==> config.mk <==
export PLATFORM = sky130hd
export DESIGN_NAME = tapnw_top
export DESIGN_NICKNAME = d
export VERILOG_FILES = /design/src/hw/jtag_pkg.sv /design/src/hw/tapnw_pkg.sv /design/src/hw/tapnw_top.sv /design/src/hw/tapnw_chain_router.sv /design/src/hw/stap.sv /design/src/hw/mtap.sv /design/src/hw/tap_shift_reg.sv /design/src/hw/tap_fsm.sv
export SDC_FILE = /design/constraint.sdc
export NUM_CORES = 1
export LEC_CHECK = 0
export ABC_AREA = 1
export CAP_MARGIN = 20
export CORE_MARGIN = 8
export CORE_UTILIZATION = 55
export DETAILED_ROUTE_END_ITERATION = 12
export DONT_BUFFER_PORTS = 1
export PLACE_DENSITY = 0.73
export SETUP_SLACK_MARGIN = 0.02
export SLEW_MARGIN = 10
export SYNTH_ARGS = -nofsm -noshare
export SYNTH_HDL_FRONTEND = slang
export SYNTH_SLANG_ARGS = --single-unit
==> constraint.sdc <==
create_clock -name tck -period 1.4 [get_ports tck]
set_clock_uncertainty 0.1 [all_clocks]
set_input_delay 0.14 -clock tck [delete_from_list [all_inputs] [get_ports tck]]
set_output_delay 0.14 -clock tck [all_outputs]
set_load 0.02 [all_outputs]
==> src/hw/jtag_pkg.sv <==
//----------------------------------------------------------------------
// JTAG definitions shared by every TAP in the network: controller
// states, instruction width and opcodes, data register widths.
// Import into any module that decodes TAP state or instructions.
//----------------------------------------------------------------------

package jtag_pkg;

    //----------------------------------------------------------------------
    // TAP controller states
    //----------------------------------------------------------------------
    // Encoding follows the IEEE 1149.1 state assignment
    typedef enum logic [3:0] {
        ST_TLR       = 4'hF,
        ST_RTI       = 4'hC,
        ST_SEL_DR    = 4'h7,
        ST_CAP_DR    = 4'h6,
        ST_SHIFT_DR  = 4'h2,
        ST_EXIT1_DR  = 4'h1,
        ST_PAUSE_DR  = 4'h3,
        ST_EXIT2_DR  = 4'h0,
        ST_UPDATE_DR = 4'h5,
        ST_SEL_IR    = 4'h4,
        ST_CAP_IR    = 4'hE,
        ST_SHIFT_IR  = 4'hA,
        ST_EXIT1_IR  = 4'h9,
        ST_PAUSE_IR  = 4'hB,
        ST_EXIT2_IR  = 4'h8,
        ST_UPDATE_IR = 4'hD
    } tap_state_t;

    //----------------------------------------------------------------------
    // Instruction register
    //----------------------------------------------------------------------
    localparam int IR_WIDTH = 4;

    typedef logic [IR_WIDTH-1:0] ir_t;

    // Default after reset and in Test-Logic-Reset
    localparam ir_t INSTR_IDCODE    = 4'h2;
    // Network select, master only
    localparam ir_t INSTR_TAPNW_SEL = 4'h4;
    // Unknown opcodes decode as this too
    localparam ir_t INSTR_BYPASS    = 4'hF;

    // Data register widths
    localparam int IDCODE_WIDTH = 32;

endpackage
==> src/hw/tapnw_pkg.sv <==
//----------------------------------------------------------------------
// TAP network configuration: number of slave TAPs, the enable mask
// and the IDCODE values of master and slaves.
// Import where the network shape or IDCODE table is needed.
//----------------------------------------------------------------------

package tapnw_pkg;

    // Slave TAPs behind the master
    localparam int NUM_STAPS = 4;

    // One enable bit per slave, bit i for slave i
    typedef logic [NUM_STAPS-1:0] enable_mask_t;

    //----------------------------------------------------------------------
    // IDCODE table
    //----------------------------------------------------------------------
    // LSB of every code is 1 as 1149.1 requires
    localparam logic [jtag_pkg::IDCODE_WIDTH-1:0] MTAP_IDCODE = 32'h1234_5679;

    // Indexed by slave number
    localparam logic [jtag_pkg::IDCODE_WIDTH-1:0] STAP_IDCODE [NUM_STAPS] = '{
        32'h1111_1111,
        32'h2222_2223,
        32'h3333_3333,
        32'h4444_4445
    };

endpackage

==> src/hw/tapnw_top.sv <==
//----------------------------------------------------------------------
// TAP network top: master TAP, four slave TAPs and the chain router
// behind one JTAG port. enabletap is brought out for observation.
//----------------------------------------------------------------------

`timescale 1ns/1ps

module tapnw_top
    import tapnw_pkg::*;
(
    input  logic         tck,
    input  logic         rst_n,
    input  logic         tms,
    input  logic         tdi,
    output logic         tdo,
    output logic         tdo_en,
    output enable_mask_t enabletap
);

    logic         mtap_tdo;
    enable_mask_t stap_tms;
    enable_mask_t stap_tdi;
    enable_mask_t stap_tdo;

    // Master sits directly on the external port
    mtap mtap_inst (
        .tck       (tck),
        .rst_n     (rst_n),
        .tms       (tms),
        .tdi       (tdi),
        .mtap_tdo  (mtap_tdo),
        .tdo_en    (tdo_en),
        .enabletap (enabletap),
        .stap_tms  (stap_tms)
    );

    // Slaves, tms gated by the master
    for (genvar i = 0; i < NUM_STAPS; i++) begin : g_stap
        stap #(
            .STAP_INDEX (i)
        ) stap_inst (
            .tck   (tck),
            .rst_n (rst_n),
            .tms   (stap_tms[i]),
            .tdi   (stap_tdi[i]),
            .tdo   (stap_tdo[i])
        );
    end

    tapnw_chain_router router_inst (
        .enabletap (enabletap),
        .mtap_tdo  (mtap_tdo),
        .stap_tdo  (stap_tdo),
        .stap_tdi  (stap_tdi),
        .tdo       (tdo)
    );

endmodule

==> src/hw/tapnw_chain_router.sv <==
//----------------------------------------------------------------------
// Serial path of the TAP network: master first, then enabled slaves
// in ascending index. Disabled slaves are skipped with no delay.
//----------------------------------------------------------------------

`timescale 1ns/1ps

module tapnw_chain_router
    import tapnw_pkg::*;
(
    input  enable_mask_t enabletap,
    input  logic         mtap_tdo,
    input  enable_mask_t stap_tdo,
    output enable_mask_t stap_tdi,
    output logic         tdo
);

    //----------------------------------------------------------------------
    // Walk the chain from the master upward
    //----------------------------------------------------------------------
    // Slave tdo comes straight from registers, so no comb loop
    always_comb begin : chain_walk
        logic chain_bit;
        // Master acts as element -1
        chain_bit = mtap_tdo;
        for (int i = 0; i < NUM_STAPS; i++) begin
            // Nearest enabled element below feeds this slave
            stap_tdi[i] = chain_bit;
            if (enabletap[i]) begin
                chain_bit = stap_tdo[i];
            end
        end
        // Last enabled element, or the master alone
        tdo = chain_bit;
    end

    // Empty mask leaves only the master on the path
    always_comb begin
        if (enabletap == '0) begin
            assert final (tdo == mtap_tdo)
                else $error("tdo not from master with no slave enabled");
        end
    end

endmodule

==> src/hw/stap.sv <==
//----------------------------------------------------------------------
// Slave TAP with IDCODE and BYPASS. STAP_INDEX picks its IDCODE
// from the network table; replicated in a generate loop at the top.
//----------------------------------------------------------------------

`timescale 1ns/1ps

module stap
    import jtag_pkg::*;
    import tapnw_pkg::*;
#(
    parameter int STAP_INDEX = 0
) (
    input  logic tck,
    input  logic rst_n,
    input  logic tms,
    input  logic tdi,
    output logic tdo
);

    tap_state_t state;
    logic       capture_dr;
    logic       shift_dr;
    logic       capture_ir;
    logic       shift_ir;
    logic       update_ir;

    ir_t  instr;
    logic ir_tdo;
    logic ir_rst_n;
    logic sel_idcode;

    logic [IDCODE_WIDTH-1:0] idcode_q;
    logic                    bypass_q;

    tap_fsm fsm_inst (
        .tck        (tck),
        .rst_n      (rst_n),
        .tms        (tms),
        .state      (state),
        .capture_dr (capture_dr),
        .shift_dr   (shift_dr),
        .update_dr  (),
        .capture_ir (capture_ir),
        .shift_ir   (shift_ir),
        .update_ir  (update_ir)
    );

    // Parked slaves sit here with IDCODE selected
    assign ir_rst_n = rst_n && (state != ST_TLR);

    tap_shift_reg #(
        .payload_t   (ir_t),
        .RESET_VALUE (INSTR_IDCODE)
    ) ir_reg_inst (
        .tck     (tck),
        .rst_n   (ir_rst_n),
        .capture (capture_ir),
        .shift   (shift_ir),
        .update  (update_ir),
        .tdi     (tdi),
        .tdo     (ir_tdo),
        .value   (instr)
    );

    // No network select here, so only IDCODE or bypass
    assign sel_idcode = (instr == INSTR_IDCODE);

    always_ff @(posedge tck) begin
        if (!rst_n) begin
            idcode_q <= STAP_IDCODE[STAP_INDEX];
            bypass_q <= 1'b0;
        end else begin
            if (capture_dr && sel_idcode) begin
                idcode_q <= STAP_IDCODE[STAP_INDEX];
            end else if (shift_dr && sel_idcode) begin
                idcode_q <= {tdi, idcode_q[IDCODE_WIDTH-1:1]};
            end
            if (capture_dr) begin
                bypass_q <= 1'b0;
            end else if (shift_dr) begin
                bypass_q <= tdi;
            end
        end
    end

    assign tdo = shift_ir   ? ir_tdo      :
                 sel_idcode ? idcode_q[0] : bypass_q;

    // One edge in reset leaves IDCODE selected
    assert property (@(posedge tck) disable iff (!rst_n)
        (state == ST_TLR) |=> (instr == INSTR_IDCODE))
        else $error("slave %0d instruction not IDCODE in reset", STAP_INDEX);

endmodule

==> src/hw/mtap.sv <==
//----------------------------------------------------------------------
// Master TAP: IDCODE, BYPASS and the network select register.
// Drives the slave enable mask and parks disabled slaves via tms.
//----------------------------------------------------------------------

`timescale 1ns/1ps

module mtap
    import jtag_pkg::*;
    import tapnw_pkg::*;
(
    input  logic         tck,
    input  logic         rst_n,
    input  logic         tms,
    input  logic         tdi,
    output logic         mtap_tdo,
    output logic         tdo_en,
    output enable_mask_t enabletap,
    output enable_mask_t stap_tms
);

    tap_state_t state;
    logic       capture_dr;
    logic       shift_dr;
    logic       update_dr;
    logic       capture_ir;
    logic       shift_ir;
    logic       update_ir;

    ir_t  instr;
    logic ir_tdo;
    logic ir_rst_n;

    logic sel_idcode;
    logic sel_nw;
    logic nw_tdo;

    logic [IDCODE_WIDTH-1:0] idcode_q;
    logic                    bypass_q;

    //----------------------------------------------------------------------
    // Controller and instruction register
    //----------------------------------------------------------------------
    tap_fsm fsm_inst (
        .tck        (tck),
        .rst_n      (rst_n),
        .tms        (tms),
        .state      (state),
        .capture_dr (capture_dr),
        .shift_dr   (shift_dr),
        .update_dr  (update_dr),
        .capture_ir (capture_ir),
        .shift_ir   (shift_ir),
        .update_ir  (update_ir)
    );

    // Test-Logic-Reset returns the instruction to IDCODE
    assign ir_rst_n = rst_n && (state != ST_TLR);

    tap_shift_reg #(
        .payload_t   (ir_t),
        .RESET_VALUE (INSTR_IDCODE)
    ) ir_reg_inst (
        .tck     (tck),
        .rst_n   (ir_rst_n),
        .capture (capture_ir),
        .shift   (shift_ir),
        .update  (update_ir),
        .tdi     (tdi),
        .tdo     (ir_tdo),
        .value   (instr)
    );

    // Instruction decode, anything else is BYPASS
    assign sel_idcode = (instr == INSTR_IDCODE);
    assign sel_nw     = (instr == INSTR_TAPNW_SEL);

    //----------------------------------------------------------------------
    // Data registers
    //----------------------------------------------------------------------
    // Network select, survives Test-Logic-Reset
    tap_shift_reg #(
        .payload_t   (enable_mask_t),
        .RESET_VALUE ('0)
    ) nw_sel_inst (
        .tck     (tck),
        .rst_n   (rst_n),
        .capture (capture_dr && sel_nw),
        .shift   (shift_dr && sel_nw),
        .update  (update_dr && sel_nw),
        .tdi     (tdi),
        .tdo     (nw_tdo),
        .value   (enabletap)
    );

    // IDCODE shifter and bypass bit
    always_ff @(posedge tck) begin
        if (!rst_n) begin
            idcode_q <= MTAP_IDCODE;
            bypass_q <= 1'b0;
        end else begin
            if (capture_dr && sel_idcode) begin
                idcode_q <= MTAP_IDCODE;
            end else if (shift_dr && sel_idcode) begin
                idcode_q <= {tdi, idcode_q[IDCODE_WIDTH-1:1]};
            end
            // Bypass captures 0 per 1149.1
            if (capture_dr) begin
                bypass_q <= 1'b0;
            end else if (shift_dr) begin
                bypass_q <= tdi;
            end
        end
    end

    //----------------------------------------------------------------------
    // Serial output and slave tms
    //----------------------------------------------------------------------
    always_comb begin
        if (shift_ir) begin
            mtap_tdo = ir_tdo;
        end else if (sel_idcode) begin
            mtap_tdo = idcode_q[0];
        end else if (sel_nw) begin
            mtap_tdo = nw_tdo;
        end else begin
            mtap_tdo = bypass_q;
        end
    end

    assign tdo_en = shift_ir || shift_dr;

    // Disabled slaves see tms high and stay parked in reset
    assign stap_tms = (enabletap & {NUM_STAPS{tms}}) | ~enabletap;

    // Mask moves only out of an Update-DR on the select register
    assert property (@(posedge tck) disable iff (!rst_n)
        $changed(enabletap) |-> $past(update_dr && sel_nw))
        else $error("enable mask changed outside Update-DR");

endmodule

==> src/hw/tap_shift_reg.sv <==
//----------------------------------------------------------------------
// Capture/shift/update register for JTAG scan paths.
// payload_t sets the held type; used for instructions and masks.
//----------------------------------------------------------------------

`timescale 1ns/1ps

module tap_shift_reg
    import jtag_pkg::*;
#(
    parameter type      payload_t   = ir_t,
    parameter payload_t RESET_VALUE = INSTR_IDCODE
) (
    input  logic     tck,
    input  logic     rst_n,
    input  logic     capture,
    input  logic     shift,
    input  logic     update,
    input  logic     tdi,
    output logic     tdo,
    output payload_t value
);

    localparam int WIDTH = $bits(payload_t);

    // Serial stage, LSB nearest tdo
    payload_t shift_q;

    always_ff @(posedge tck) begin
        if (!rst_n) begin
            shift_q <= RESET_VALUE;
            value   <= RESET_VALUE;
        end else begin
            // Capture reads back the held value
            if (capture) begin
                shift_q <= value;
            end else if (shift) begin
                shift_q <= payload_t'({tdi, shift_q[WIDTH-1:1]});
            end
            // Held value changes only on update
            if (update) begin
                value <= shift_q;
            end
        end
    end

    assign tdo = shift_q[0];

endmodule

==> src/hw/tap_fsm.sv <==
//----------------------------------------------------------------------
// Sixteen-state JTAG TAP controller with decoded phase strobes.
// One instance per TAP; strobes qualify the register updates there.
//----------------------------------------------------------------------

`timescale 1ns/1ps

module tap_fsm
    import jtag_pkg::*;
(
    input  logic       tck,
    input  logic       rst_n,
    input  logic       tms,
    output tap_state_t state,
    output logic       capture_dr,
    output logic       shift_dr,
    output logic       update_dr,
    output logic       capture_ir,
    output logic       shift_ir,
    output logic       update_ir
);

    tap_state_t state_nxt;

    // Next state from tms
    always_comb begin
        unique case (state)
            ST_TLR:       state_nxt = tms ? ST_TLR       : ST_RTI;
            ST_RTI:       state_nxt = tms ? ST_SEL_DR    : ST_RTI;
            // DR column
            ST_SEL_DR:    state_nxt = tms ? ST_SEL_IR    : ST_CAP_DR;
            ST_CAP_DR:    state_nxt = tms ? ST_EXIT1_DR  : ST_SHIFT_DR;
            ST_SHIFT_DR:  state_nxt = tms ? ST_EXIT1_DR  : ST_SHIFT_DR;
            ST_EXIT1_DR:  state_nxt = tms ? ST_UPDATE_DR : ST_PAUSE_DR;
            ST_PAUSE_DR:  state_nxt = tms ? ST_EXIT2_DR  : ST_PAUSE_DR;
            ST_EXIT2_DR:  state_nxt = tms ? ST_UPDATE_DR : ST_SHIFT_DR;
            ST_UPDATE_DR: state_nxt = tms ? ST_SEL_DR    : ST_RTI;
            // IR column
            ST_SEL_IR:    state_nxt = tms ? ST_TLR       : ST_CAP_IR;
            ST_CAP_IR:    state_nxt = tms ? ST_EXIT1_IR  : ST_SHIFT_IR;
            ST_SHIFT_IR:  state_nxt = tms ? ST_EXIT1_IR  : ST_SHIFT_IR;
            ST_EXIT1_IR:  state_nxt = tms ? ST_UPDATE_IR : ST_PAUSE_IR;
            ST_PAUSE_IR:  state_nxt = tms ? ST_EXIT2_IR  : ST_PAUSE_IR;
            ST_EXIT2_IR:  state_nxt = tms ? ST_UPDATE_IR : ST_SHIFT_IR;
            ST_UPDATE_IR: state_nxt = tms ? ST_SEL_DR    : ST_RTI;
            default:      state_nxt = ST_TLR;
        endcase
    end

    always_ff @(posedge tck) begin
        if (!rst_n) begin
            state <= ST_TLR;
        end else begin
            state <= state_nxt;
        end
    end

    // Phase strobes, active for the whole state
    assign capture_dr = (state == ST_CAP_DR);
    assign shift_dr   = (state == ST_SHIFT_DR);
    assign update_dr  = (state == ST_UPDATE_DR);
    assign capture_ir = (state == ST_CAP_IR);
    assign shift_ir   = (state == ST_SHIFT_IR);
    assign update_ir  = (state == ST_UPDATE_IR);

    // Five tms-high edges reach reset from anywhere
    assert property (@(posedge tck) disable iff (!rst_n)
        tms [*5] |=> (state == ST_TLR))
        else $error("TAP not in Test-Logic-Reset after five tms-high edges");

endmodule

# After elaboration in Yosys (flattened, before gate mapping)
# Index checks and enable logic that the tools add are counted.
[op_classes]
n_eq_ne = 86
mux = 92
bitwise_logic = 4
n_reduce_logical = 55
[op_table]
columns = ["operator", "n"]
rows = [
  ["$pmux W4 S12", 5],
  ["$eq A4 B4 Y1 const B", 40],
  ["$eq A4 B3 Y1 const B", 21],
  ["$mux W4", 17],
  ["$eq A4 B2 Y1 const B", 15],
  ["$mux W2", 30],
  ["$mux W3", 20],
  ["$reduce_or A2 Y1", 20],
  ["$eq A4 B1 Y1 const B", 5],
  ["$logic_not A4 Y1", 5],
  ["$mux W1", 20],
  ["$ne A4 B4 Y1 const B", 5],
  ["$logic_and A1 B1 Y1", 18],
  ["$reduce_or A3 Y1", 5],
  ["$reduce_bool A2 Y1", 6],
  ["$and A4 B4 Y4", 1],
  ["$not A4 Y4", 1],
  ["$or A4 B4 Y4", 1],
  ["$logic_or A1 B1 Y1", 1],
  ["$not A1 Y1", 1],
]
[totals]
reg_bits = 233
input_bits = 4
output_inout_bits = 6
wordCells = 264

# Logic depth before layout (Yosys ltp)
# Gate-level depths: netlist (run 1).
[logic_depth]
ltp_word = 9
depth_mapped = 12
depth_no_buf = 12

# Modules after synthesis
# From an unflattened synthesis (run 1), not the netlist that was laid out.
[unflattened]
cells_unflattened = 1397
hier_area_um2 = 10757.8
[modules_own_cells]
columns = ["mod", "instances", "cells_per_inst", "area_each_um2", "seq_area_each_um2"]
rows = [
  ["stap at g_stap[1].stap_inst ...", 2, 167, 1445.1, 660.6],
  ["tap_shift_reg at g_stap[0].stap_inst.ir_reg_inst ...", 5, 50, 351.6, 160.2],
  ["stap at g_stap[2].stap_inst", 1, 167, 1475.2, 660.6],
  ["stap at g_stap[0].stap_inst", 1, 167, 1431.4, 660.6],
  ["mtap", 1, 181, 1400.1, 660.6],
  ["tap_fsm", 5, 46, 271.5, 80.1],
  ["tap_shift_reg at mtap_inst.nw_sel_inst", 1, 48, 345.3, 160.2],
  ["tapnw_chain_router", 1, 20, 100.1, 0.0],
]

# Worst setup path after synthesis (run 1)
# No wires, ideal clock.
[synth_path]
path_type = "register to output"
from = "reg mtap_inst.ir_reg_inst.value[3] (netlist bit)"
to = "out tdo"
arrival_ns = 1.413
t_required_ns = 1.160
path_slack_ns = -0.253
path_stages_with_launch = 11
path_buffers = 0
cell_sequence = "dfxtp_1 -> nor2_1 -> nand2_1 -> nand3_1 -> nand2_2 -> nand3_2 -> nand3_1 -> nand3_1 -> nand2_2 -> nand2_1 -> o21ai_0"
[synth_between]
elab_chain_cells = 8
word_cells_on_any_way = 9
classes_between = "eq/ne: 2; mux: 7"
[synth_lines]
columns = ["element", "line", "source"]
rows = [
  ["from (decl)", "tap_shift_reg.sv:21", "output payload_t value"],
  ["from (signal assigned)", "tap_shift_reg.sv:42", "value <= shift_q;"],
  ["$eq A4 B3 Y1", "mtap.sv:76", "assign sel_nw = (instr == INSTR_TAPNW_SEL);"],
  ["$mux W1", "mtap.sv:124", "end else if (sel_nw) begin"],
  ["$mux W1 (*)", "mtap.sv:122", "end else if (sel_idcode) begin"],
  ["$mux W1 (*)", "mtap.sv:120", "if (shift_ir) begin"],
  ["$mux W1 (*) (4 in series)", "tapnw_chain_router.sv:29", "if (enabletap[i]) begin"],
  ["to (decl)", "tapnw_top.sv:15", "output logic tdo,"],
]
# Mark *: on every way between the ends. The rest lies on a longest branch, timed or not.

# Final worst setup path (run 1)
[layout_path]
from = "reg g_stap[2].stap_inst.ir_reg_inst.value[3] (netlist bit)"
to = "reg g_stap[2].stap_inst.idcode_q[28]"
[layout_between]
elab_chain_cells = 3
word_cells_on_any_way = 4
classes_between = "eq/ne: 1; reduce/logical: 3"
[layout_lines]
columns = ["element", "line", "source"]
rows = [
  ["from (decl)", "tap_shift_reg.sv:21", ""],
  ["from (signal assigned)", "tap_shift_reg.sv:42", ""],
  ["$eq A4 B2 Y1 (*)", "stap.sv:67", "assign sel_idcode = (instr == INSTR_IDCODE);"],
  ["$logic_and A1 B1 Y1", "stap.sv:74", "if (capture_dr && sel_idcode) begin"],
  ["$reduce_or A2 Y1 (no source line)", "-", ""],
  ["to (signal assigned)", "stap.sv:71", "idcode_q <= STAP_IDCODE[STAP_INDEX];"],
  ["to (signal assigned)", "stap.sv:75", "idcode_q <= STAP_IDCODE[STAP_INDEX];"],
  ["to (signal assigned)", "stap.sv:77", "idcode_q <= {tdi, idcode_q[IDCODE_WIDTH-1:1]};"],
  ["to (decl)", "stap.sv:33", "logic [IDCODE_WIDTH-1:0] idcode_q;"],
]
# Marks and branches as above.
# A chain may end at the register's enable or synchronous reset.

==> impl_metrics.env, run 1 <==
export IMPL_status="finished, violations left"
export IMPL_violations="negative setup slack"
export IMPL_io_buffers=0
export IMPL_track_usage_pct=24.8
export IMPL_drv_slew=0
export IMPL_path_cells="nor4_4, inv_1, buf_4, buf_4, buf_6, buf_6, nor2_4, buf_12, buf_12, buf_16, nand2_1, o211ai_1"
export IMPL_grt_pass1_wl_mm=45.2
export IMPL_n_fill_cell=728
export IMPL_cp_data_arrival_time_ns=2.57
export IMPL_clk_path_buf_depth=3
export IMPL_cts_root_buf="clkbuf_16"
export IMPL_syn_nets=1194
export IMPL_routedWlPerCell_um=20.9
export IMPL_cts_sinks=233
export IMPL_p_total_mw=25.8
export IMPL_first_pass_iters=6
export IMPL_synthDominantCellAreaShare_pct=50.1
export IMPL_clk_pin_slew_worst_paths_ns=0.07
export IMPL_yosysUniqueCellTypes=49
export IMPL_setup_slack_ns=-0.828
export IMPL_layout_worst_path_cycle_share_pct=159
export IMPL_finalWirelength_mm=34.9
export IMPL_postSynth_asyncResetShare_pct=0
export IMPL_setup_tns_final_ns=-72.04
export IMPL_finalNonFillerCells=1669
export IMPL_drc=0
export IMPL_netlist_area_mm2=0.00932
export IMPL_grt_max_degree=33
export IMPL_place_congestion=0.866
export IMPL_max_stage_delay_ns=0.34
export IMPL_power_per_cell_area_mw_per_mm2=1810
export IMPL_clock_latency_ns=0.54
export IMPL_gr_total_overflow=0
export IMPL_synth_edf_count=0
export IMPL_cp_start_kind="flop"
export IMPL_p_leak_nw=6.14
export IMPL_antenna_found_initial=0
export IMPL_r2r_start="g_stap[2].stap_inst.ir_reg_inst.value[3]"
export IMPL_netlist_instances=1190
export IMPL_cts_tree="yes"
export IMPL_setup_viol=223
export IMPL_final_common_cell="dfxtp_1"
export IMPL_pre_cts_ws_ns=-0.237
export IMPL_num_vias=10100
export IMPL_tightest_slew_ns=0.709
export IMPL_fin_nets=1437
export IMPL_htree_levels=1
export IMPL_drive_above_1_share_pct=43.4
export IMPL_dp_hpwl_mm=13.0
export IMPL_grt_pass1_vias=9466
export IMPL_whs_path_depth=2
export IMPL_die_w_um=146
export IMPL_crit_slowest_cell="dfxtp_2"
export IMPL_yosys_warnings=0
export IMPL_coreArea_mm2=0.0166
export IMPL_die_h_um=146
export IMPL_timing_fmax_mhz=449
export IMPL_antenna_cells=0
export IMPL_critical_path_class="flop to flop"
export IMPL_seq_area_mm2=0.00472
export IMPL_rows=47
export IMPL_place_inst=1528
export IMPL_end_kind="flop"
export IMPL_drtIter0Drc=932
export IMPL_cts_made_buffers=24
export IMPL_drtAntennaViolNets=0
export IMPL_crit_start="g_stap[2].stap_inst.ir_reg_inst.value[3]"
export IMPL_worst_r2r_endpoint="g_stap[2].stap_inst.idcode_q[28]"
export IMPL_finalWorstPathRequiredPeriod_ns=2.23
export IMPL_rrSetupSlack_ns=-0.83
export IMPL_relSlewSlack_pct=52.6
export IMPL_required_ns=1.74
export IMPL_yosysTopAreaCell="dfxtp_1"
export IMPL_r2r_cells=12
export IMPL_layout_common_cells="208 x dfxtp_1, 155 x buf_4, 145 x nand2_1"
export IMPL_cp_endpoint="g_stap[2].stap_inst.idcode_q[28]"
export IMPL_viasPerCell=6.07
export IMPL_synth_area_per_cell_um2=7.83
export IMPL_multiInputGateArea_mm2=0.00490
export IMPL_finalHoldViolCount=0
export IMPL_syn_to_final_growth_pct=52.7
export IMPL_ir_drop_mv=1.59
export IMPL_synth_seq_cells=233
export IMPL_rsz0062_at_grt="yes"
export IMPL_worstPathMaxFanout=8
export IMPL_ys_top_cells_by_area="dfxtp_1 50%, nand2_1 7.5%, o21ai_0 6.9%"
export IMPL_start_util_pct=56.2
export IMPL_io_pins=10
export IMPL_synth_ff_type="dfxtp_1"
export IMPL_die_area_mm2=0.0214
export IMPL_hold_path_class="input port to flop"
export IMPL_ys_seq_area_share_pct=50.1
export IMPL_max_cap_violations=0
[final cells by class]
| type | count | area share (%) |
|---|---|---|
| Clock buffer | 38 | 5.01 |
| Clock inverter | 4 | 0.572 |
| Inverter | 169 | 4.90 |
| Multi-Input combinational cell | 741 | 34.5 |
| Sequential cell | 233 | 33.2 |
| Tap cell | 220 | 1.94 |
| Timing Repair Buffer | 260 | 19.7 |
| Timing Repair inverter | 4 | 0.211 |
[timing repair]
item	4_1_cts	5_1_grt
endpoints found under the setup margin	216	234
gates cloned	16	10
hold buffers	5	0
buffers inserted	57	34
gates resized for setup	264	207
pin swaps	35	48
endpoints found under the hold margin	105	0
[how the worst min path moves through the flow]
stage	from	to	slack (ns)
after detailed placement	rst_n	mtap_inst.nw_sel_inst.value[0]	0.19
after global routing	rst_n	g_stap[0].stap_inst.bypass_q	0.09
final	rst_n	mtap_inst.bypass_q	0.08
after global placement	rst_n	mtap_inst.nw_sel_inst.value[0]	0.19
after floorplan	tdi	mtap_inst.idcode_q[31]	0.20
after CTS	rst_n	mtap_inst.bypass_q	0.00002
[synthesized netlist by cell type (all sizes together), types with 3 or more instances]
cell type  instances
nand3             43
nand4              5
nor2             142
o21ai            140
a21oi            119
o221ai             7
nor4               3
buf               33
nand2            189
dfxtp            233
o211ai            51
o2111ai            6
nor3               6
inv              167
a31oi              6
a211oi             9
clkbuf            14
[logic make-up (layout without fill, tap and decap cells)]
| logic type | count (synthesis) | in the layout | share of synthesized area, % |
|---|---|---|---|
| buffers and inverters | 216 | 475 | 9.76 |
| AOI/OAI and AO/OA | 351 | 351 | 22.7 |
| and+or+nand+nor | 390 | 390 | 17.5 |
| DFF | 233 | 233 | 50.1 |
[per-layer routing]
layer	track usage [%]	part of all wire (%)	wire, µm
met1	28.3	36	12600
met2	44.4	49	17100
met3	3.92	8.2	2850
met4	11.8	6.5	2260
met5	0	0	0
[where the power goes]
part           internal, mW  switching [mW]  total (mW)  leakage [nW]
registers              7.44           0.618        8.06          1.89
logic                  5.08            6.08        11.2          3.86
clock network          3.85            2.73        6.58         0.387
[flip-flops by register name (all words and copies together), names as in the netlist]
| name | cells |
|---|---|
| mtap_inst.nw_sel_inst.value | 4 |
| g_stap.stap_inst.ir_reg_inst.value | 16 |
| g_stap.stap_inst.bypass_q | 4 |
| mtap_inst.bypass_q | 1 |
| mtap_inst.fsm_inst.state | 4 |
| g_stap.stap_inst.idcode_q | 128 |
| mtap_inst.ir_reg_inst.shift_q | 4 |
| g_stap.stap_inst.fsm_inst.state | 16 |
| mtap_inst.idcode_q | 32 |
| mtap_inst.nw_sel_inst.shift_q | 4 |
| mtap_inst.ir_reg_inst.value | 4 |
| g_stap.stap_inst.ir_reg_inst.shift_q | 16 |
[metrics by stage]
stage | cell area [µm²] | hold slack, ns | utilization [%]
3_5_place_dp | 10900 | 0.192 | 65.8
3_3_place_gp | 10900 | 0.185 | 65.8
4_1_cts | 13200 | 0.0000239 | 79.8
2_1_floorplan | 9630 | 0.196 | -
6_report | 14200 | 0.0824 | 85.8
5_1_grt | 14200 | 0.0930 | 85.8
[worst max-delay path: cells and delay by family (launching register included)]
| kind | cells | cell delay, ns |
|---|---|---|
| and+or+nand+nor | 3 | 0.52 |
| buffers and inverters | 8 | 1.04 |
| AOI/OAI and AO/OA | 1 | 0.13 |
| DFF | 1 | 0.34 |
(Power assumes the default switching activity.)
==> run 2, diff against run 1 <==
- TNS_END_PERCENT: unset -> 1
==> run 2 against run 1 <==
Compared with the run above: the flow still finishes with violations (negative setup slack); non-clock buffer count shrank 78; sequential power shrank 2%; core utilization shrank 13 points; sequential cell count is the same; combinational power shrank 31%; worst setup slack gained 0.19 ns; sequential share of layout area grew 5.8 points; worst hold slack gained 0.15 ns; power shrank 15%; via count shrank 20%; clock power shrank 6.1%; fmax grew 9.3%.
==> impl_metrics.env, run 2 (synthesized netlist as in run 1, its figures left out) <==
export IMPL_status="finished, violations left"
export IMPL_violations="negative setup slack"
export IMPL_rsz0062_at_grt="yes"
export IMPL_reg_top3="g_stap.stap_inst.idcode_q (128), mtap_inst.idcode_q (32)"
export IMPL_timing_fmax_mhz=490
export IMPL_max_stage_delay_ns=0.34
export IMPL_coreArea_mm2=0.0166
export IMPL_max_cap_violations=0
export IMPL_routedWlPerCell_um=12.4
export IMPL_start_util_pct=56.2
export IMPL_setup_viol=152
export IMPL_cp_start_kind="flop"
export IMPL_clock_latency_ns=0.51
export IMPL_r2r_cells=9
export IMPL_num_vias=8137
export IMPL_relSlewSlack_pct=59.1
export IMPL_place_inst=1538
export IMPL_cts_root_buf="clkbuf_16"
export IMPL_drive_above_1_share_pct=27.9
export IMPL_finalNonFillerCells=1588
export IMPL_cpLargestDelayFamily="simple AND/OR/NAND/NOR gates"
export IMPL_grt_max_degree=47
export IMPL_place_congestion=0.888
export IMPL_rrSetupSlack_ns=-0.23
export IMPL_worstPathMaxFanout=2
export IMPL_end_kind="output pin"
export IMPL_min_delay_start="rst_n"
export IMPL_grt_pass1_wl_mm=34.1
export IMPL_setup_slack_ns=-0.640
export IMPL_final_common_cell="dfxtp_1"
export IMPL_layout_common_cells="212 x dfxtp_1, 172 x nand2_1, 156 x buf_4"
export IMPL_power_per_cell_area_mw_per_mm2=1810
export IMPL_ir_drop_mv=1.24
export IMPL_finalWirelength_mm=19.8
export IMPL_whs_path_depth=3
export IMPL_clk_pin_slew_worst_paths_ns=0.06
export IMPL_drtAntennaViolNets=0
export IMPL_timing_hold_ws_ns=0.236
export IMPL_largest_reg_flops=128
export IMPL_cts_tree="yes"
export IMPL_cts_made_buffers=24
export IMPL_layout_worst_path_cycle_share_pct=146
export IMPL_rows=47
export IMPL_antenna_cells=0
export IMPL_pre_cts_ws_ns=-0.254
export IMPL_p_leak_nw=5.42
export IMPL_io_pins=10
export IMPL_drtIter0Drc=415
export IMPL_tightest_slew_ns=0.614
export IMPL_crit_top_cell="nand3_2"
export IMPL_track_usage_pct=18.0
export IMPL_cts_sinks=233
export IMPL_hold_end="mtap_inst.nw_sel_inst.value[1]"
export IMPL_cp_buffers_inverters=1
export IMPL_required_ns=1.16
export IMPL_critical_path_class="flop to output pin"
export IMPL_worst_r2r_endpoint="g_stap[3].stap_inst.idcode_q[31]"
export IMPL_drc=0
export IMPL_first_pass_iters=5
export IMPL_syn_to_final_growth_pct=29.2
export IMPL_r2r_start="g_stap[2].stap_inst.ir_reg_inst.value[0]"
export IMPL_clk_path_buf_depth=3
export IMPL_dp_hpwl_mm=12.8
export IMPL_die_area_mm2=0.0214
export IMPL_viasPerCell=5.12
export IMPL_path_cells="inv_2, nor2_2, nand2_1, nand2_1, nand3_2, nand2_2, nand3_2, nand3_2, nand3_2, nand2_2, nand2_2, o21ai_4"
export IMPL_io_buffers=0
export IMPL_fin_nets=1355
export IMPL_cp_data_arrival_time_ns=1.80
export IMPL_antenna_found_initial=0
export IMPL_die_w_um=146
export IMPL_htree_levels=1
export IMPL_finalHoldViolCount=0
export IMPL_drv_slew=0
export IMPL_gr_total_overflow=0
export IMPL_die_h_um=146
export IMPL_finalWorstPathRequiredPeriod_ns=2.04
export IMPL_grt_pass1_vias=7754
export IMPL_crit_slowest_cell="dfxtp_2"
export IMPL_regMostFlops="g_stap.stap_inst.idcode_q"
export IMPL_hold_path_class="input port to flop"
==> run 2: changes by cell type in the layout (fill, tap and decap cells not counted), sizes merged, moves of 2 or more <==
| cell | change |
|---|---|
| clkinv | +3 |
| inv | -3 |
| clkbuf | -11 |
| buf | -68 |
| dlygate4sd3 | -2 |
==> run 2: what timing repair did <==
| action | in CTS | in global routing |
|---|---|---|
| endpoints found under the hold margin | 110 | 0 |
| gates resized for setup | 91 | 90 |
| setup buffers | 2 | 1 |
| pin swaps | 5 | 14 |
| setup endpoints to repair | 213 | 230 |
| gates cloned | 0 | 0 |
| hold buffers | 4 | 0 |
==> run 2: how the worst max path moves through the flow <==
stage	start	cells after the start	endpoint	slack, ns
global placement	mtap_inst.ir_reg_inst.value[1]	12	tdo	-0.20
finish	mtap_inst.ir_reg_inst.value[2]	12	tdo	-0.64
floorplan	mtap_inst.fsm_inst.state[1]	10	mtap_inst.idcode_q[29]	-0.11
detailed placement	mtap_inst.ir_reg_inst.value[2]	12	tdo	-0.25
global route	mtap_inst.ir_reg_inst.value[2]	12	tdo	-0.75
CTS	mtap_inst.ir_reg_inst.value[2]	12	tdo	-0.68
==> run 2: power by group <==
part           internal [mW]  switching, mW  leakage [nW]
Sequential              7.41          0.515          1.89
Clock                   3.71           2.47         0.385
Combinational           3.51           4.22          3.15
Total                   14.6           7.20          5.42
==> run 2: final cells by class <==
type / instances / area, µm²
clock inverters: 7 / 62.6
multi-input cells: 741 / 4110
flip-flops and latches: 233 / 4700
well taps: 220 / 275
repair buffers: 182 / 1530
fillers: 1221 / 4550
inverters: 169 / 651
clock buffers: 36 / 717
==> run 2: per-layer routing <==
layer	wire [µm]	global-route usage (%)
met5	0	0
met4	460	5.87
met3	686	3.40
met2	9360	30.9
met1	9260	22.4
==> run 2: worst register-to-register path: stages (launching register included) <==
cell      delay, ns
dfxtp_1        0.32
nor4_2         0.30
inv_1          0.12
nand2_1        0.08
nand3_1        0.07
o211ai_1       0.11
nand2_2        0.10
buf_4          0.15
o21bai_1       0.12
inv_1          0.05
==> run 2: stage by stage <==
| step | setup TNS (ns) | utilization (%) | power, mW | instance area (µm²) |
|---|---|---|---|---|
| 2_1_floorplan | -7.19 | - | 11.3 | 9340 |
| 3_5_place_dp | -18.21 | 64.8 | 14.5 | 10700 |
| 5_1_grt | -30.17 | 72.6 | 23.1 | 12000 |
| 4_1_cts | -10.58 | 71.3 | 21.3 | 11800 |
| 6_report | -11.28 | 72.6 | 21.8 | 12000 |
| 3_3_place_gp | -15.99 | 64.8 | 14.3 | 10700 |
==> run 3, diff against run 2 <==
- GPL_TIMING_DRIVEN: unset -> 0
- PLACE_DENSITY: 0.73 -> unset
- PLACE_DENSITY_LB_ADDON: unset -> 0.08
==> run 3 against run 2 <==
Compared with the run above: the flow still finishes with violations (negative setup slack); core utilization down 3.8 points; sequential power grew 2%; fmax is 2.7% lower; clock power up 3%; cell count is 6.9% lower; critical endpoint unchanged; largest cell class unchanged; largest power group unchanged.
==> impl_metrics.env, run 3 (synthesized netlist as in run 1, its figures left out) <==
export IMPL_status="finished, violations left"
export IMPL_violations="negative setup slack"
export IMPL_regMostFlops="g_stap.stap_inst.idcode_q"
export IMPL_p_leak_nw=4.90
export IMPL_place_inst=1410
export IMPL_finish_utilization_pct=68.8
export IMPL_coreArea_mm2=0.0166
export IMPL_power_per_cell_area_mw_per_mm2=1810
export IMPL_start_util_pct=56.2
export IMPL_viasPerCell=5.33
export IMPL_cts_sinks=233
export IMPL_tightest_slew_ns=0.564
export IMPL_syn_to_final_growth_pct=22.4
export IMPL_cts_made_buffers=25
export IMPL_io_pins=10
export IMPL_drtIter0Drc=364
export IMPL_routed_top_layer="met4"
export IMPL_finalNonFillerCells=1479
export IMPL_cp_data_arrival_time_ns=1.86
export IMPL_cts_root_buf="clkbuf_16"
export IMPL_die_area_mm2=0.0214
export IMPL_gr_total_overflow=0
export IMPL_clock_latency_ns=0.52
export IMPL_seq_area_mm2=0.00472
export IMPL_reg_top3="g_stap.stap_inst.idcode_q (128), mtap_inst.idcode_q (32)"
export IMPL_finalHoldViolCount=0
export IMPL_fin_nets=1246
export IMPL_place_congestion=0.832
export IMPL_max_cap_violations=0
export IMPL_met2_length_mm=9.68
export IMPL_layout_worst_path_cycle_share_pct=150
export IMPL_dp_hpwl_mm=12.6
export IMPL_drv_slew=0
export IMPL_antenna_found_initial=0
export IMPL_layout_common_cells="207 x dfxtp_1, 162 x nand2_1, 124 x inv_1"
export IMPL_rsz0062_at_grt="yes"
export IMPL_timing_fmax_mhz=477
export IMPL_grt_pass1_vias=7492
export IMPL_ir_drop_mv=1.16
export IMPL_rows=47
export IMPL_hold_path_class="input port to flop"
export IMPL_clk_path_buf_depth=3
export IMPL_largest_reg_flops=128
export IMPL_grt_pass1_wl_mm=35.1
export IMPL_grt_max_degree=14
export IMPL_antenna_cells=0
export IMPL_first_pass_iters=5
export IMPL_end_kind="output pin"
export IMPL_final_common_cell="dfxtp_1"
export IMPL_finalWorstPathRequiredPeriod_ns=2.10
export IMPL_multiInputGateArea_mm2=0.00424
export IMPL_cts_tree="yes"
export IMPL_drive_above_1_share_pct=24.1
export IMPL_n_fill_cell=1326
export IMPL_io_buffers=0
export IMPL_drc=0
export IMPL_htree_levels=1
export IMPL_finalWirelength_mm=20.5
export IMPL_critical_path_class="flop to output pin"
export IMPL_track_usage_pct=18.8
export IMPL_met1_length_mm=9.63
export IMPL_relSlewSlack_pct=62.4
export IMPL_die_h_um=146
export IMPL_num_vias=7887
export IMPL_clk_pin_slew_worst_paths_ns=0.06
export IMPL_required_ns=1.16
export IMPL_setup_viol=180
export IMPL_drtAntennaViolNets=0
export IMPL_routed_wl_met3_um=820
export IMPL_setup_slack_ns=-0.697
export IMPL_cp_start_kind="flop"
export IMPL_worstPathMaxFanout=4
export IMPL_routedWlPerCell_um=13.9
export IMPL_die_w_um=146
[run 3: per-stage QoR]
step / hold WS (ns) / instance area (µm²) / power, mW / setup slack [ns] / TNS (ns)
floorplan: 0.196 / 9340 / 11.3 / -0.109 / -7.19
global placement: 0.214 / 9620 / 12.3 / -0.406 / -52.36
detailed placement: 0.218 / 9620 / 12.4 / -0.421 / -54.67
CTS: 0.0177 / 11000 / 19.7 / -0.754 / -26.49
global route: 0.0849 / 11400 / 21.8 / -0.787 / -48.18
finish: 0.0557 / 11400 / 20.7 / -0.697 / -27.27
[run 3: per-layer routing]
| metal | global-route usage [%] | up-vias |
|---|---|---|
| met2 | 31.3 | 146 |
| met5 | 0 | - |
| met4 | 5.00 | 0 |
| li1 | - | 4056 |
| met1 | 24.7 | 3657 |
| met3 | 3.03 | 28 |
[run 3: cell type report]
| type | count | share of cell area, % |
|---|---|---|
| Multi-Input combinational cell | 741 | 37.2 |
| Timing Repair Buffer | 25 | 1.84 |
| Clock buffer | 36 | 6.37 |
| Clock inverter | 8 | 0.571 |
| Inverter | 169 | 5.73 |
| Tap cell | 220 | 2.41 |
| Buffer | 47 | 4.45 |
| Sequential cell | 233 | 41.4 |
[run 3: path summary, 6_finish.rpt]
check | start | end | slack, ns | depth (start not counted)
hold / removal | tms | mtap_inst.fsm_inst.state[2] | 0.06 | 3
hold reg to reg | g_stap[3].stap_inst.idcode_q[15] | g_stap[3].stap_inst.idcode_q[15] | 0.35 | 2
setup / recovery | g_stap[1].stap_inst.ir_reg_inst.value[3] | tdo | -0.70 | 9
setup reg to reg | g_stap[0].stap_inst.fsm_inst.state[3] | g_stap[3].stap_inst.idcode_q[31] | -0.39 | 13
[run 3: power breakdown]
part | internal (mW) | switching, mW
clock network | 3.77 | 2.59
logic | 2.28 | 3.96
registers | 7.43 | 0.650
total | 13.5 | 7.20
[run 3: repair_timing]
item | CTS | global route
gates cloned | 1 | 0
hold buffers | 3 | 0
pin swaps | 15 | 20
setup buffers | 13 | 8
resized for setup | 158 | 140
endpoints found under the setup margin | 220 | 222
endpoints found under the hold margin | 44 | 0
[run 3: critical path, stage by stage (launching register included)]
cell and delay [ns]:
dfxtp_1 0.32, nor2_1 0.14, nand3_2 0.17, a21oi_2 0.18, o21ai_2 0.07, nand3_2 0.10, nand3_2 0.09, nand2_2 0.10
nand2_4 0.06, o21ai_4 0.10
